<file path="config.mk">
export PLATFORM = sky130hd
export DESIGN_NAME = unsat_buffer_ctrl
export DESIGN_NICKNAME = d
export VERILOG_FILES = /design/src/hdl/ucs_pkg.sv /design/src/hdl/unsat_buffer_ctrl.sv
export VERILOG_INCLUDE_DIRS = /design/src /design/src/hdl
export SDC_FILE = /design/constraint.sdc
export NUM_CORES = 1
export LEC_CHECK = 0
export BUFFER_PORTS_ARGS = -buffer_cell sky130_fd_sc_hd__buf_2
export CORE_UTILIZATION = 42
export DETAILED_ROUTE_END_ITERATION = 12
export GPL_TIMING_DRIVEN = 0
export PLACE_DENSITY = 0.83
export REMOVE_ABC_BUFFERS = 1
export SYNTH_ARGS = -nofsm -noshare
export SYNTH_HDL_FRONTEND = slang
export SYNTH_SLANG_ARGS = --single-unit
</file>
<file path="constraint.sdc">
create_clock -name clk -period 3.09 [get_ports clk]
set_input_delay 0 -clock clk [delete_from_list [all_inputs] [get_ports clk]]
set_output_delay 0 -clock clk [all_outputs]
set_load 0.05 [all_outputs]
</file>
<file path="src/hdl/ucs_macros.svh">
// sizing macros for the unsat clause selector, included by the package and by RTL that sizes arrays
`ifndef UCS_MACROS_SVH
`define UCS_MACROS_SVH

// clause buffer depth in entries
`define UCS_DEPTH 2048

// random slice N taken from the 32-bit prng word
`define UCS_RAN_W 18
`define UCS_RAN_OFFSET 10 // low bit of the slice

// fraction bits of the 1/m reciprocal
`define UCS_RECIP_W 32

// clause format, NSAT literal addresses per word
`define UCS_NSAT 3
`define UCS_LIT_W 12

`endif

</file>
<file path="src/hdl/ucs_pkg.sv">
// shared types for the unsat clause selector, imported by every RTL block and the testbench
`default_nettype none

`include "ucs_macros.svh"

package ucs_pkg;

    typedef logic [`UCS_NSAT*`UCS_LIT_W-1:0] clause_t;      // packed literal addresses
    typedef logic [$clog2(`UCS_DEPTH)-1:0]   buf_addr_t;    // slot in the buffer
    typedef logic [$clog2(`UCS_DEPTH):0]     buf_count_t;   // 0..DEPTH inclusive
    typedef logic [`UCS_RECIP_W-1:0]         recip_t;       // all fraction bits
    typedef logic [`UCS_RAN_W-1:0]           rand_slice_t;  // N

    // what port A of the clause ram does in a given cycle
    typedef enum logic [2:0] {
        OP_IDLE         = 3'd0, // port A off
        OP_LOAD         = 3'd1, // setup write at setup address
        OP_APPEND       = 3'd2, // fifo clause to slot count
        OP_REPLACE_FIFO = 3'd3, // selected slot <- fifo clause
        OP_REPLACE_LAST = 3'd4, // selected slot <- tail clause, shrink
        OP_REMOVE_LAST  = 3'd5  // selected slot is the tail, read and shrink
    } buf_op_t;

endpackage

`default_nettype wire

</file>
<file path="src/hdl/unsat_buffer_ctrl.sv">
// port-A decode for the clause ram plus the clause count and sticky overflow flag
`timescale 1ns/10ps
`default_nettype none

`include "ucs_macros.svh"

module unsat_buffer_ctrl (
    input  wire logic                clk,
    input  wire logic                reset,
    // setup load
    input  wire logic                setup_i,          // level
    input  wire logic                ucb_setup_wren_i,
    input  wire ucs_pkg::buf_addr_t  ucb_setup_addr_i, // 0,1,2.. in order
    input  wire ucs_pkg::clause_t    ucb_setup_data_i,
    // run side
    input  wire logic                write_disable_i,  // blocks appends only
    input  wire logic                fifo_empty_i,
    input  wire ucs_pkg::clause_t    fifo_clause_i,
    input  wire logic                sel_valid_i,
    input  wire ucs_pkg::buf_addr_t  sel_index_i,
    input  wire ucs_pkg::clause_t    last_clause_i,    // ram port B at count-1
    // ram port A
    output logic                     ram_en_o,
    output logic                     ram_we_o,
    output ucs_pkg::buf_addr_t       ram_addr_o,
    output ucs_pkg::clause_t         ram_wdata_o,
    output ucs_pkg::buf_addr_t       last_addr_o,
    output logic                     read_strobe_o,    // selected slot read this cycle
    output ucs_pkg::buf_count_t      count_o,
    output logic                     overflow_o
);
    import ucs_pkg::*;

    localparam buf_count_t DEPTH_C = buf_count_t'(`UCS_DEPTH);

    buf_op_t   op;
    logic      full;
    logic      drop;      // load/append refused, buffer full
    buf_addr_t last_addr;

    assign full        = (count_o == DEPTH_C);
    assign last_addr   = buf_addr_t'(count_o - 1'b1); // wraps at count 0, never used there
    assign last_addr_o = last_addr;

    // setup beats everything, then a selection, then an append
    always_comb begin
        op   = OP_IDLE;
        drop = 1'b0;
        if (setup_i) begin
            if (ucb_setup_wren_i) begin
                if (full)
                    drop = 1'b1;
                else
                    op = OP_LOAD;
            end
        end else if (sel_valid_i) begin
            if (!fifo_empty_i)
                op = OP_REPLACE_FIFO;            // refill from fifo, count holds
            else if (sel_index_i == last_addr)
                op = OP_REMOVE_LAST;             // tail picked, nothing to move
            else
                op = OP_REPLACE_LAST;            // swap tail into the hole
        end else if (!fifo_empty_i && !write_disable_i) begin
            if (full)
                drop = 1'b1;
            else
                op = OP_APPEND;
        end
    end

    // port A mux
    always_comb begin
        ram_en_o    = (op != OP_IDLE);
        ram_we_o    = 1'b0;
        ram_addr_o  = sel_index_i;
        ram_wdata_o = fifo_clause_i;
        case (op)
            OP_LOAD: begin
                ram_we_o    = 1'b1;
                ram_addr_o  = ucb_setup_addr_i;
                ram_wdata_o = ucb_setup_data_i;
            end
            OP_APPEND: begin
                ram_we_o   = 1'b1;
                ram_addr_o = buf_addr_t'(count_o); // first free slot
            end
            OP_REPLACE_FIFO: ram_we_o = 1'b1;
            OP_REPLACE_LAST: begin
                ram_we_o    = 1'b1;
                ram_wdata_o = last_clause_i;
            end
            default: ; // idle, or remove-last which only reads
        endcase
    end

    assign read_strobe_o = (op == OP_REPLACE_FIFO) || (op == OP_REPLACE_LAST) ||
                           (op == OP_REMOVE_LAST);

    // count and overflow
    always_ff @(posedge clk) begin
        if (reset) begin
            count_o    <= '0;
            overflow_o <= 1'b0;
        end else begin
            case (op)
                OP_LOAD, OP_APPEND:              count_o <= count_o + 1'b1;
                OP_REPLACE_LAST, OP_REMOVE_LAST: count_o <= count_o - 1'b1;
                default: ;
            endcase
            if (drop)
                overflow_o <= 1'b1; // sticky
        end
    end

    a_count_bounded: assert property (@(posedge clk) disable iff (reset)
        count_o <= DEPTH_C);

    // a selection that shrinks the buffer needs something in it
    a_no_remove_empty: assert property (@(posedge clk) disable iff (reset)
        (op == OP_REPLACE_LAST || op == OP_REMOVE_LAST) |-> (count_o != '0));

endmodule

`default_nettype wire

</file>
==> run_results.csv <==
group,metric,value,unit
status,outcome,"completed",
die,io_pins,211,
final_layout,fill_cells,508,
drt,post_drt_wl_per_cell,19.9,um
global_route,grt_pass1_wl,19600,um
place,gp_congestion,0.933,
logic_synthesis,syn_area_per_cell,7.02,um^2
die,die-area,7290,um^2
logic_synthesis,synthFlopType,"dfxtp_1",
timing,slew_headroom,13.1,%
final_layout,num_antenna_cells,0,
final_layout,drive_gt1_share,55.6,%
drt,first_pass_iters,7,
die,core,6760,um^2
die,row_count,30,
logic_synthesis,synth_area,2920,um^2
setup_path,reg2reg_slack,180,ps
final_layout,syn2layout_area_growth,66.8,%
timing,fin_ws,16.0,ps
cts,htree_levels,1,
logic_synthesis,synthMuxAreaShare,1.03,%
logic_synthesis,synth-simple-area-share,32.3,%
timing,finClkSkew,5.31,ps
logic_synthesis,synthCells,416,
cts,clk_pin_slew_worst_paths,60,ps
drt,routed_via_density,6.33,
global_route,grt_pass1_vias,3995,
die,start_util,43.2,%
die,die_w,85.4,um
setup_path,r2r-start,"count_o[0]$_SDFFE_PP0P_",
worst_hold_path,hold_path.class,"input port to flop",
logic_synthesis,async_reset_ff_share,0,%
global_route,grt-ovfl-total,0,
worst_hold_path,min_from,"reset",
setup_path,reg2reg_depth,8,
cts,clkLatencyLatePin,260,ps
logic_synthesis,synth_xor_area_share,9.08,%
power_and_ir_drop,power_density,412,nW/um^2
global_route,grtUsageTotal,33.4,%
flow_run,maxCapViolCount,0,
setup_path,required,3090,ps
die,die_y,85.4,um
worst_hold_path,holdPathEnd,"count_o[0]$_SDFFE_PP0P_",
cts,cts_tree,"built",
timing,hold_violations,0,
place,place_area,3860,um^2
logic_synthesis,synth-compound-area-share,38.5,%
logic_synthesis,synth-seq-cells,13,
setup_path,end_kind,"primary output",
logic_synthesis,synth_top_family_by_area,"compound AO/OA/AOI/OAI gates",
timing,setup_violations,0,
global_route,antenna_found_initial,0,
setup_path,rr_endpoint,"count_o[4]$_SDFFE_PP0P_",
drt,drt-initial-drc-count,263,
logic_synthesis,ys_seq_area_share,8.91,%
cts,root_buffer,"clkbuf_8",
setup_path,crit_fanout,18,
place,portBuffers,210,
cts,clockBufferDepth,2,
cts,clock-sinks,13,
timing,post-route-period-util,99.5,%
place,pre_cts_ws,-1640,ps
timing,rsz0062_at_grt,"yes",
global_route,grt_max_degree,50,
power_and_ir_drop,irDropWorstVdd,0.342,mV
setup_path,arrival,3070,ps
final_layout,nets,766,
setup_path,start_kind,"flop",
timing,fmax,325,MHz
logic_synthesis,synth-edff-count,0,
drt,drtAntennaViolNets,0,
timing,period_needed,3070,ps
cts,hold_buffers,0,
logic_synthesis,yosys_warnings,0,
final_layout,finalInstanceArea,4870,um^2
drt,drt-total-wl,14000,um
logic_synthesis,synth-adder-area-share,0.857,%
worst_hold_path,hold_depth,2,
logic_synthesis,synth.distinct_cells,57,
timing,tightest_slew,1300,ps
place,hpwlAfterDp,8160,um
timing,drv_slew,0,
setup_path,criticalPathCategory,"flop to primary output",
cts,cts_buffers,3,
power_and_ir_drop,p_leak,2.23,nW
drt,vias,4468,
drt,route.detailed.drc,0,
[synth_stat cells (7+ instances only)]
cell | number | area share (%)
a21oi_1 | 10 | 1.7
a22oi_1 | 8 | 2.1
buf_6 | 7 | 2.7
clkbuf_1 | 31 | 4.0
dfxtp_1 | 13 | 8.9
inv_1 | 9 | 1.2
nand2_1 | 102 | 13
nand3_1 | 9 | 1.5
nor2_1 | 16 | 2.1
nor3_1 | 7 | 1.2
nor4_1 | 7 | 1.5
o211ai_1 | 7 | 1.8
o211ai_2 | 30 | 13
o21ai_0 | 11 | 1.9
o311ai_0 | 37 | 11
xor2_1 | 16 | 4.8
[worst max-delay path, stage by stage (launching register included)]
cell and delay [ps]:
dfxtp_4 370, inv_4 70, ha_4 150, or3b_4 450
buf_4 170, nor3_4 170, o21a_2 220, o2111ai_4 150
buf_4 260, o311ai_2 430, o211ai_2 150, buf_4 210
[sequential cells by signal, summed over array words and instances, names as in the netlist]
| name | cells |
|---|---|
| count_o | 12 |
| overflow_o | 1 |
[metrics by stage]
step / total power [mW] / setup TNS, ps / cells / hold WS [ps] / util [%]
2_1_floorplan: 1.07 / -76120 / 369 / 69.1 / -
3_3_place_gp: 1.38 / -83710 / 659 / 365 / 56.7
3_5_place_dp: 1.40 / -60660 / 660 / 366 / 57.1
4_1_cts: 1.80 / 0 / 692 / 98.9 / 64.8
5_1_grt: 2.08 / -786 / 706 / 132 / 72.1
6_report: 2.00 / 0 / 706 / 110 / 72.1
[worst max-delay path by stage]
stage                       startpoint         endpoint  slack, ps
3_3_place_gp   count_o[0]$_SDFFE_PP0P_  ram_wdata_o[23]      -2090
3_5_place_dp   count_o[0]$_SDFFE_PP0P_  ram_wdata_o[18]      -1640
5_1_grt        count_o[0]$_SDFFE_PP0P_  ram_wdata_o[20]        -80
4_1_cts        count_o[0]$_SDFFE_PP0P_  ram_wdata_o[12]         10
6_report       count_o[0]$_SDFFE_PP0P_  ram_wdata_o[31]         20
2_1_floorplan  count_o[0]$_SDFFE_PP0P_  ram_wdata_o[11]      -2020
[power by group]
part	total (mW)	internal (mW)	leakage, nW	switching (mW)
Combinational	1.62	0.570	2.10	1.05
Sequential	0.218	0.179	0.110	0.0391
Clock	0.164	0.0917	0.0228	0.0720
Total	2.00	0.841	2.23	1.16
[kinds of logic (layout without fill, tap and decap cells)]
| kind of cell | Yosys count | after routing |
|---|---|---|
| compound gates | 127 | 129 |
| xor+xnor | 24 | 24 |
| mux | 3 | 3 |
| buf+inv | 56 | 261 |
| simple gates | 191 | 194 |
| fa+ha+maj | 2 | 2 |
| flops | 13 | 13 |
[cell type report]
class / count / area [um^2] / share of cell area [%]
multi-input combinational: 352 / 2840 / 58.3
timing repair buffer: 248 / 1570 / 32.2
sequential: 13 / 280 / 5.75
tap: 80 / 100 / 2.05
clock buffer: 4 / 45.0 / 0.924
inverter: 9 / 36.3 / 0.745
[layer usage]
| metal | global-route usage (%) | wire, um | vias to the layer above |
|---|---|---|---|
| li1 | - | - | 2010 |
| met1 | 39.6 | 5420 | 2092 |
| met2 | 58.5 | 6800 | 295 |
| met3 | 3.89 | 1110 | 71 |
| met4 | 18.3 | 695 | 0 |
| met5 | 0 | 0 | - |
[placed cells by master (no fill, tap or decap), drive strengths merged, types with 4 or more instances in the layout]
cell    Yosys  final
o21ai      13     14
xnor3       4      4
xor2       16     16
dfxtp      13     13
and3        6      6
inv         9      9
xnor2       4      4
nor2       17     17
and2        5      6
nor3       10     10
a21oi      10     10
clkbuf     31      5
buf        16    247
nor3b       4      4
o311ai     38     38
a22oi       8      8
nand2     102    102
nand2b      4      4
a222oi      4      4
nand3       9      9
o211ai     37     37
nand4       6      7
nor4        9      9
[timing repair]
| item | CTS | global route |
|---|---|---|
| pin swaps | 8 | 11 |
| buffers inserted | 24 | 12 |
| resized for setup | 97 | 69 |
| endpoints found under the setup margin | 56 | 48 |
| cloned | 4 | 2 |
Note: power is estimated with default switching activity, not from simulation.
