File: src/hdl/ucs_macros.svh
// sizing macros for the unsat clause selector, included by the package and by RTL that sizes arrays
`ifndef UCS_MACROS_SVH
`define UCS_MACROS_SVH

// clause buffer depth in entries
`define UCS_DEPTH 2048

// random slice N taken from the 32-bit prng word
`define UCS_RAN_W 18
`define UCS_RAN_OFFSET 10 // low bit of the slice

// fraction bits of the 1/m reciprocal
`define UCS_RECIP_W 32

// clause format, NSAT literal addresses per word
`define UCS_NSAT 3
`define UCS_LIT_W 12

`endif

File: src/hdl/ucs_pkg.sv
// shared types for the unsat clause selector, imported by every RTL block and the testbench
`default_nettype none

`include "ucs_macros.svh"

package ucs_pkg;

    typedef logic [`UCS_NSAT*`UCS_LIT_W-1:0] clause_t;      // packed literal addresses
    typedef logic [$clog2(`UCS_DEPTH)-1:0]   buf_addr_t;    // slot in the buffer
    typedef logic [$clog2(`UCS_DEPTH):0]     buf_count_t;   // 0..DEPTH inclusive
    typedef logic [`UCS_RECIP_W-1:0]         recip_t;       // all fraction bits
    typedef logic [`UCS_RAN_W-1:0]           rand_slice_t;  // N

    // what port A of the clause ram does in a given cycle
    typedef enum logic [2:0] {
        OP_IDLE         = 3'd0, // port A off
        OP_LOAD         = 3'd1, // setup write at setup address
        OP_APPEND       = 3'd2, // fifo clause to slot count
        OP_REPLACE_FIFO = 3'd3, // selected slot <- fifo clause
        OP_REPLACE_LAST = 3'd4, // selected slot <- tail clause, shrink
        OP_REMOVE_LAST  = 3'd5  // selected slot is the tail, read and shrink
    } buf_op_t;

endpackage

`default_nettype wire

File: src/hdl/mod_index_pipe.sv
// three-stage N mod m pipeline that hands the buffer control its selection index
`timescale 1ns/10ps
`default_nettype none

`include "ucs_macros.svh"

module mod_index_pipe (
    input  wire logic                clk,
    input  wire logic                reset,
    input  wire logic                request_i,    // one-cycle pulse
    input  wire logic [31:0]         random_i,     // prng word
    input  wire ucs_pkg::buf_count_t count_i,      // live clause count
    output ucs_pkg::buf_count_t      recip_addr_o, // to recip_table
    input  wire ucs_pkg::recip_t     recip_data_i, // one cycle after recip_addr_o
    output logic                     sel_valid_o,
    output ucs_pkg::buf_addr_t       sel_index_o
);
    import ucs_pkg::*;

    localparam int RAN_W  = `UCS_RAN_W;
    localparam int REC_W  = `UCS_RECIP_W;
    localparam int CNT_W  = $bits(buf_count_t);
    localparam int ADDR_W = $bits(buf_addr_t);

    // stage 1 holds N, m and valid
    rand_slice_t n1;
    buf_count_t  m1;
    logic        v1;
    // stage 2 holds the product
    rand_slice_t              n2;
    buf_count_t               m2;
    logic [RAN_W+REC_W-1:0]   prod2;
    logic                     v2;
    // stage 3 holds the index
    buf_count_t  m3;  // kept for the range check
    buf_addr_t   idx3;
    logic        v3;

    // correction terms off the stage 2 registers
    rand_slice_t            quot2;
    logic [RAN_W+CNT_W-1:0] qm2;
    rand_slice_t            rem2;

    // table is read with the count the request sees, so data lines up with m1
    assign recip_addr_o = count_i;

    assign quot2 = prod2[REC_W +: RAN_W];   // floor(N / m)
    assign qm2   = quot2 * m2;
    assign rem2  = n2 - qm2[RAN_W-1:0];     // N - q*m stays below m as r rounds up

    // a request that sees m = 0 dies after stage 1
    always_ff @(posedge clk) begin
        if (reset) begin
            v1 <= 1'b0;
            v2 <= 1'b0;
            v3 <= 1'b0;
        end else begin
            v1 <= request_i;
            v2 <= v1 && (m1 != '0);
            v3 <= v2;
        end
    end

    // data registers ride along with the valid chain
    always_ff @(posedge clk) begin
        n1    <= random_i[`UCS_RAN_OFFSET +: RAN_W];
        m1    <= count_i;
        n2    <= n1;
        m2    <= m1;
        prod2 <= n1 * recip_data_i;            // N * ceil(2^W/m)
        m3    <= m2;
        if (m2 == buf_count_t'(1))
            idx3 <= '0;                        // 1/1 does not fit the table
        else
            idx3 <= rem2[ADDR_W-1:0];
    end

    assign sel_valid_o = v3;
    assign sel_index_o = idx3;

    // index must land inside the buffer the request saw
    a_index_in_range: assert property (@(posedge clk) disable iff (reset)
        v3 |-> (buf_count_t'(idx3) < m3));

    // one request in flight per count update
    a_request_spacing: assert property (@(posedge clk) disable iff (reset)
        request_i |=> !request_i [*3]);

endmodule

`default_nettype wire

File: config.mk
export PLATFORM = sky130hd
export DESIGN_NAME = mod_index_pipe
export DESIGN_NICKNAME = d
export VERILOG_FILES = /design/src/hdl/ucs_pkg.sv /design/src/hdl/mod_index_pipe.sv
export VERILOG_INCLUDE_DIRS = /design/src /design/src/hdl
export SDC_FILE = /design/constraint.sdc
export NUM_CORES = 1
export LEC_CHECK = 0
export BUFFER_PORTS_ARGS = -buffer_cell sky130_fd_sc_hd__buf_4
export CELL_PAD_IN_SITES_DETAIL_PLACEMENT = 1
export CELL_PAD_IN_SITES_GLOBAL_PLACEMENT = 1
export CORE_MARGIN = 2
export CORE_UTILIZATION = 45
export DETAILED_ROUTE_END_ITERATION = 10
export PLACE_DENSITY_LB_ADDON = 0.1
export SLEW_MARGIN = 20
export SYNTH_ARGS = -nofsm -noshare
export SYNTH_HDL_FRONTEND = slang
export SYNTH_SLANG_ARGS = --single-unit
File: constraint.sdc
create_clock -name clk -period 6.08 [get_ports clk]
set_input_delay 0.912 -clock clk [delete_from_list [all_inputs] [get_ports clk]]
set_output_delay 0.912 -clock clk [all_outputs]
set_load 0.01 [all_outputs]
==> results by stage, run 1 <==
Drt:
- For this run, design rule violations remaining after detail routing come to 0.
- The final antenna-violating net count is 0.
- The length of the first detailed-routing pass in iterations is 5.
- The routed length per placed instance is between 15 and 20 µm.
- In this run, the number of DRC markers left after iteration 0 of detailed routing was between 500 and 600.
- The number of vias per cell is ~5.0.
- The vias after detailed routing is 15000.
- The post-detailed-routing wire length is 57500 µm.

Yosys:
- The net count after synthesis is 2960.
- The fraction of synthesis flops using an asynchronous set or reset pin is 0%.
- Averaged over all synthesized cells, the footprint is between 8 and 9 µm².
- The number of flops mapped to enable cells by yosys is 0.
- The sequential cell area fraction in the yosys report is a little under 8%.
- The unique cell type count in the Yosys netlist is 51.
- For this run, the leading register cell type out of synthesis is sky130_fd_sc_hd__dfxtp_1.
- The post-synthesis instance area is about 20000 µm².
- For this run, the number of Yosys warnings is 0.
- The post-synthesis cell count is 2261.
- After synthesis the netlist holds a flip-flop and latch count of slightly below 80.

Clocking:
- The clock transition time at the flip-flop clock pins of the worst setup and hold paths is 0.08 ns.
- The number of H-tree levels is 3.
- The clock passes through at most 2 buffers.
- The clock sink count is 78.
- The root buffer cell chosen for the clock tree is sky130_fd_sc_hd__clkbuf_16.
- TritonCTS built the clock tree.
- The insertion delay to the later sink of the worst-skew pair is 0.39 ns.
- Clock tree synthesis inserted a total of 9 buffers.

Layout:
- The fill cell total of the finished layout is approximately 5100.
- The share of post-route cells with drive strength above 1 is ~14%.
- The commonest non-fill, non-tap cell in the layout is sky130_fd_sc_hd__inv_1.
- The synthesis-to-layout area growth is 15.5%.
- Excluding fillers, the count of instances in the completed layout stands at between 3000 and 4000.
- The sequential cells in the finished layout cover a total of 1570 µm².
- The net count of the finished layout is between 3000 and 4000.
- Leaving out fill and tap cells, the most frequent cells in the layout are sky130_fd_sc_hd__inv_1 (589), sky130_fd_sc_hd__fa_1 (481), sky130_fd_sc_hd__nand2_1 (423), sky130_fd_sc_hd__buf_4 (220), sky130_fd_sc_hd__and2_1 (201).
- The multi-input logic area is roughly 16000 µm².

Timing:
- After layout, the worst setup slack is -0.00980 ns.
- The final-report max-slew violation count came to 0.
- At the pin with the least slew margin, the transition time is 0.512 ns.
- The count of final hold-check violations is 0.
- Setup repair after global routing could not meet its margin everywhere.
- The worst clock skew is ~0.024 ns.
- Setup violations remaining at the end of the flow were counted as 1.
- The final critical path time including I/O delays and setup is approximately 6.1 ns.
- The headroom to the max-slew limit is between 60% and 70%.
- Dividing the final minimum period by the clock period gives 100%.
- The achievable frequency is around 160 MHz.

Place:
- Input and output buffers added on the ports amount to approximately 90.
- The number of placed cells counting well taps is approximately 3000.
- The routability congestion estimate is roughly 0.84.
- Detailed placement finished with a half-perimeter wire length of between 40000 and 50000 µm.

Global routing:
- The largest net degree at the start of global routing is 34.
- The via count of the first global-routing pass is about 18000.
- The total global-route track usage is a little over a quarter.
- The initial antenna violation count is 2.
- For this run the aggregate overflow at the end of global routing stands at 0.
- The first global-routing pass estimated around 94000 µm of wire.

Die:
- The starting utilization of the core area is around 46%.
- The number of top-level pins is 103.
- The total number of placement rows is 77.
- The total core area is roughly 44000 µm².
- The die area is 46600 µm².
- The die extent in y is 216 µm.
- The die extent in x is 216 µm.

Job:
- The number of violations of the max-capacitance limit is 0.

Worst setup path:
- The data arrival time of the critical path is 6.39 ns.
- The slowest stage of the critical path is the sky130_fd_sc_hd__fa_2 cell.
- The worst setup path is launched from an input pin.
- The critical-path maximum fanout is 6.
- In this run the critical register-to-register path is captured at prod2[42]$_DFF_P_.
- The end of the critical path is prod2[42]$_DFF_P_.
- The setup slack of the most critical reg-to-reg path is approximately 0.11 ns.
- The required time of the critical path is 6.38 ns.
- The kind of capture point of the worst setup path is a register.
- By instance count, the cell type seen most on the critical path is sky130_fd_sc_hd__fa_1.
- The worst setup path is of the in -> reg kind.
- The number of cells traversed by the worst register-to-register path is 21.
- The most critical setup path has its startpoint at recip_data_i[8].
- Traced cell by cell, the critical path runs through buf_12 > buf_12 > and2_1 > fa_1 > inv_1 > fa_2 > fa_1 > inv_2 > fa_2 > fa_1 > inv_1 > fa_1 > inv_1 > ha_1 > a21oi_4 > nand2_2 > a2111oi_4 > o21ai_4 > a2111o_1 > a21o_1 > a211oi_2.
- In this run the critical register-to-register path is launched from n1[10]$_DFF_P_.
- The largest single stage delay on the critical path is around 0.53 ns.

Run status:
- The final reports fail on setup timing.
- The run finished, with violations left.

Min path:
- The worst hold path belongs to the class reg -> reg.
layout make-up:
type	count	area share (%)
clock inverters	7	0.268
flip-flops and latches	78	6.73
inverters	598	9.62
repair buffers	260	10.0
diodes	1	0.0107
multi-input cells	1466	69.2
well taps	592	3.17
clock buffers	9	0.965
critical path, delay by kind of cell:
family,cells,cell delay [ns]
AOI/OAI and AO/OA,6,1.59
adders and majority gates,7,3.12
buffers and inverters,6,0.49
and+or+nand+nor,2,0.25
what timing repair did:
item,CTS,global route
buffers inserted,0,10
resized for setup,3,91
endpoints found under the setup margin,3,10
cloned,0,0
pin swaps,6,23
hold buffers,0,0
cells by family after synthesis:
logic type                 Yosys count  synth area share, %
and+or+nand+nor                    707                 16.3
AOI/OAI and AO/OA                   85                 3.05
adders and majority gates          620                 56.9
DFF                                 78                 7.73
muxes                                1               0.0496
buffers and inverters              717                 13.6
xor gates and xnor gates            53                 2.47
stage by stage:
stage                     hold slack, ns  setup WS (ns)  util (%)  setup TNS, ns  area (µm²)
after CTS                          0.344         0.0141      51.9              0       23000
after floorplan                    0.331       0.000174         -              0       20500
after global routing               0.354         -0.171      52.8         -0.628       23300
final                              0.342       -0.00980      52.8       -0.00980       23300
after global placement             0.340         -0.392      51.2          -2.57       22700
after detailed placement           0.340         -0.426      51.2          -3.02       22700
how the worst min path moves through the flow:
stage	start	to	slack (ns)	depth (start not counted)
5_1_grt	m1[1]$_DFF_P_	m2[1]$_DFF_P_	0.35	0
2_1_floorplan	m1[1]$_DFF_P_	m2[1]$_DFF_P_	0.33	0
3_3_place_gp	m1[4]$_DFF_P_	m2[4]$_DFF_P_	0.34	0
3_5_place_dp	m1[4]$_DFF_P_	m2[4]$_DFF_P_	0.34	0
6_report	m1[1]$_DFF_P_	m2[1]$_DFF_P_	0.34	0
4_1_cts	m1[1]$_DFF_P_	m2[1]$_DFF_P_	0.34	0
routing by layer:
layer	track usage, %	wire [µm]	up-vias
met5	0	0	-
met4	12.0	2710	0
met3	2.48	1610	119
met2	48.9	30800	267
met1	30.4	22500	7870
li1	-	-	6704
cells in the mapped netlist (6+ instances only):
library cell               number  share of area, %
sky130_fd_sc_hd__and2_1       204               6.3
sky130_fd_sc_hd__o21ai_0        9              0.22
sky130_fd_sc_hd__a21oi_1       24              0.59
sky130_fd_sc_hd__a21o_1        14              0.52
sky130_fd_sc_hd__xnor2_1       36               1.6
sky130_fd_sc_hd__ha_1         123               7.6
sky130_fd_sc_hd__clkbuf_1     104               1.9
sky130_fd_sc_hd__and3_1         8              0.25
sky130_fd_sc_hd__nand2_1      428               8.0
sky130_fd_sc_hd__nand3_1       10              0.25
sky130_fd_sc_hd__fa_1         497                49
sky130_fd_sc_hd__nor2_1        21              0.39
sky130_fd_sc_hd__nor4_1         6              0.19
sky130_fd_sc_hd__nor2b_1        9              0.28
sky130_fd_sc_hd__buf_4         12              0.45
sky130_fd_sc_hd__dfxtp_1       78               7.7
sky130_fd_sc_hd__xor2_1        14              0.61
sky130_fd_sc_hd__inv_1        598                11
sky130_fd_sc_hd__nor3_1         8              0.20
sequential cells by signal (all words and copies together), names as in the netlist:
signal and flops:
m1 12, m2 12, n1 18, n2 11, prod2 11, sel_index_o 11
sel_valid_o 1, v1 1, v2 1
Power of run 1 is left out: the tool's default activity adds up to more than one toggle a clock period on the data nets, which glitch-free logic cannot reach.
==> run 2, diff against run 1 <==
- CORE_UTILIZATION: 45 -> 46
- CTS_BUF_LIST: not set -> sky130_fd_sc_hd__clkbuf_4 sky130_fd_sc_hd__clkbuf_8
==> run 2 against run 1 <==
Against the previous run: the flow now finishes without violations; largest cell class unchanged; die area fell by 2.1%; fmax rose by 1.6%; cell area rose by 0.47%; clock skew rose by 0.015 ns; final cell count fell by 0.13%; via count barely moved; sequential share of layout area barely moved; first-iteration DRC count fell by 3.5%; register-to-register slack improved by 0.03 ns; non-clock buffer count rose by 4; global-route usage rose by 0.98 points.
==> results by stage, run 2 (synthesis gave the netlist of run 1 again) <==
Worst setup path:
- Among cell families on the critical path, the largest total delay comes from adder cells.
- The startpoint class of the critical path is an input pin.
- The data arrival time of the critical path is 6.33 ns (-0.06 ns).
- The longest individual stage delay on the worst path came to 0.54 ns (about the same).
- The number of cells traversed by the worst register-to-register path is 22 (+4.8%).
- The critical-path maximum fanout is 10 (+4).
- The critical path buffer and inverter count is 6 (unchanged).
- The setup path with the least slack is of type in -> reg.
- The setup slack of the most critical reg-to-reg path came to 0.14 ns (+0.03 ns).
- The required time of the critical path was 6.42 ns (+0.04 ns).
- The slowest stage cell on the critical path is sky130_fd_sc_hd__fa_1.
- Walking the worst path, the cells encountered are buf_4 > buf_12 > and2_1 > fa_1 > inv_1 > fa_1 > fa_1 > inv_1 > fa_1 > fa_1 > inv_1 > fa_1 > inv_2 > ha_4 > a21oi_2 > nand2_2 > a2111oi_4 > o21ai_4 > a2111o_1 > a21o_1 > a211oi_2.
- The startpoint identified for the worst register-to-register timing path is n1[6]$_DFF_P_.
- The worst setup path is captured at a register.
- The instance count on the critical path is 21 (unchanged).
- The most numerous cell on the critical path is sky130_fd_sc_hd__fa_1.
- The critical register-to-register path endpoint is prod2[42]$_DFF_P_.

Drt:
- The vias after detailed routing is 15000 (+0.094%).
- The post-detailed-routing wire length came to 58800 µm (+2.3%).
- The number of remaining DRC errors is 0 (unchanged).
- The routed length per placed instance is 19.6 µm (+2.4%).
- The final antenna-violating net count is 0 (unchanged).
- The number of vias per cell is 4.98 (+0.23%).
- The starting DRC count in detailed routing is 530 (-3.5%).
- The length of the first detailed-routing pass in iterations is 5 (unchanged).

Min path:
- The worst hold path terminates at m2[0]$_DFF_P_.
- The tightest min-delay check is of the reg -> reg type.
- The startpoint of the worst hold path is m1[0]$_DFF_P_.
- The number of instances on the worst hold path is 0 (unchanged).

Layout:
- The commonest non-fill, non-tap cell in the layout is sky130_fd_sc_hd__inv_1.
- The largest registers in the layout are n1 x18, m1 x12, m2 x12.
- The number of nets at the end of the flow is 3116 (+0.13%).
- The number of flip-flops under the largest register name is 18 (unchanged).
- Ranked by flip-flop count, first place goes to n1.
- The synthesis-to-layout area growth is 16.0%.
- The post-route core utilization is 54.3% (+1.5 points).
- The total non-filler cell area in the finished layout is 23400 µm² (+0.47%).
- In the layout the commonest cells are sky130_fd_sc_hd__inv_1 (594), sky130_fd_sc_hd__fa_1 (487), sky130_fd_sc_hd__nand2_1 (423), sky130_fd_sc_hd__buf_4 (219), sky130_fd_sc_hd__and2_1 (204).
- The fill cell total of the finished layout is 5071 (-0.41%).
- The diode insertion count for antenna repair is 0 (-1).
- The share of post-route cells with drive strength above 1 is 14.8% (+0.39 points).

Job:
- The number of violations of the max-capacitance limit came to 0 (unchanged).

Global routing:
- The total global-route track usage came to 27.3% (+0.98 points).
- The global-route wire length before repair is 93500 µm (about the same).
- The initial antenna violation count came to 3 (+1).
- The via count of the first global-routing pass is 17900 (+0.25%).
- The final global-route overflow total is 0 (unchanged).
- The largest net degree at the start of global routing is 34 (unchanged).

Timing:
- The transition time at the pin with the least slew margin is 0.518 ns (+0.00636 ns).
- The worst clock skew came to 0.0395 ns (+0.0153 ns).
- The post-route worst hold slack is 0.358 ns (+0.0156 ns).
- The count of final hold-check violations is 0 (unchanged).
- The headroom to the max-slew limit is 65.5% (-0.42 points).
- The achievable frequency is 167 MHz (+1.6%).
- The final cycle utilization of the critical path came to 98.5% (-1.6 points).
- The number of setup violations in the final report came to 0 (-1).
- The final critical path time including I/O delays and setup is 5.99 ns (-0.0983 ns).
- The final-report max-slew violation count was 0 (unchanged).

Place:
- The total of buffers placed on input and output ports is 88 (unchanged).
- The routability congestion estimate is 0.826 (-1.1%).
- The post-detailed-placement cell area came to 22700 µm² (about the same).
- The HPWL after detailed placement was 48100 µm (about the same).

Die:
- The total core area came to 43200 µm² (-2.4%).
- The die area is 45600 µm² (-2.1%).
- The total number of placement rows is 76 (-1.3%).
- The die extent in x came to 214 µm (-1.1%).
- The die extent in y is 214 µm (-1.1%).
- The starting utilization of the core area is 46.8% (+1.1 points).
- The number of top-level pins is 103 (unchanged).

Clocking:
- The total clock buffers created by CTS came to 9 (unchanged).
- The maximum number of buffers from clock root to sink is 2 (unchanged).
- The number of H-tree levels is 3 (unchanged).
- The TritonCTS clock tree is yes.
- The insertion delay to the later sink of the worst-skew pair is 0.44 ns (+0.05 ns).
- The clock transition time at the flip-flop clock pins of the worst setup and hold paths is 0.11 ns (+0.03 ns).
- The post-cts hold buffer count is 0 (unchanged).
- The clock sink count is 78 (unchanged).
- The master cell of the clock root buffer is sky130_fd_sc_hd__clkbuf_8.

Run status:
- The flow ran to the end, and the final reports show no timing, DRC or antenna violations.
[run 2: how the worst max path moves through the flow]
stage                     start                end
2_1_floorplan  recip_data_i[18]  prod2[40]$_DFF_P_
5_1_grt        recip_data_i[17]  prod2[40]$_DFF_P_
3_5_place_dp   recip_data_i[23]  prod2[41]$_DFF_P_
3_3_place_gp    recip_data_i[6]  prod2[42]$_DFF_P_
6_report        recip_data_i[8]  prod2[42]$_DFF_P_
4_1_cts        recip_data_i[15]  prod2[42]$_DFF_P_
[run 2: area by class of cell]
| type | instances | area, µm² | share of cell area, % |
|---|---|---|---|
| multi-input combinational | 1466 | 16300 | 69.3 |
| timing repair buffer | 264 | 2430 | 10.4 |
| inverter | 598 | 2240 | 9.58 |
| sequential | 78 | 1590 | 6.77 |
| tap | 585 | 732 | 3.12 |
| clock buffer | 9 | 124 | 0.528 |
| clock inverter | 7 | 65.1 | 0.278 |
[run 2: through the flow]
step                      setup WS [ns]  TNS [ns]  cells
after detailed placement         -0.497     -3.94   2982
after CTS                       0.00183         0   2999
after global routing            -0.0986    -0.267   3007
after floorplan                0.000174         0   2261
final                            0.0885         0   3007
after global placement           -0.422     -3.01   2982
[run 2: metal layers]
layer | up-vias | share of wire, % | global-route usage [%]
li1 | 6714 | - | -
met5 | - | 0 | 0
met4 | 0 | 4.6 | 11.3
met1 | 7921 | 39 | 31.3
met3 | 110 | 3.0 | 3.00
met2 | 229 | 53 | 51.4
[run 2: what timing repair did]
action	in CTS	in global routing
setup buffers	1	2
setup endpoints to repair	4	11
pin swaps	0	36
cloned	0	6
resized for setup	8	91
[run 2: worst register-to-register path, delay by kind of cell (launching register included)]
kind                       cells  cell delay (ns)
AOI/OAI and AO/OA              7             1.45
adders and majority gates      7             3.33
buffers and inverters          7             0.59
DFF                            1             0.43
and+or+nand+nor                1             0.09
Power of run 2 is left out for the same reason.
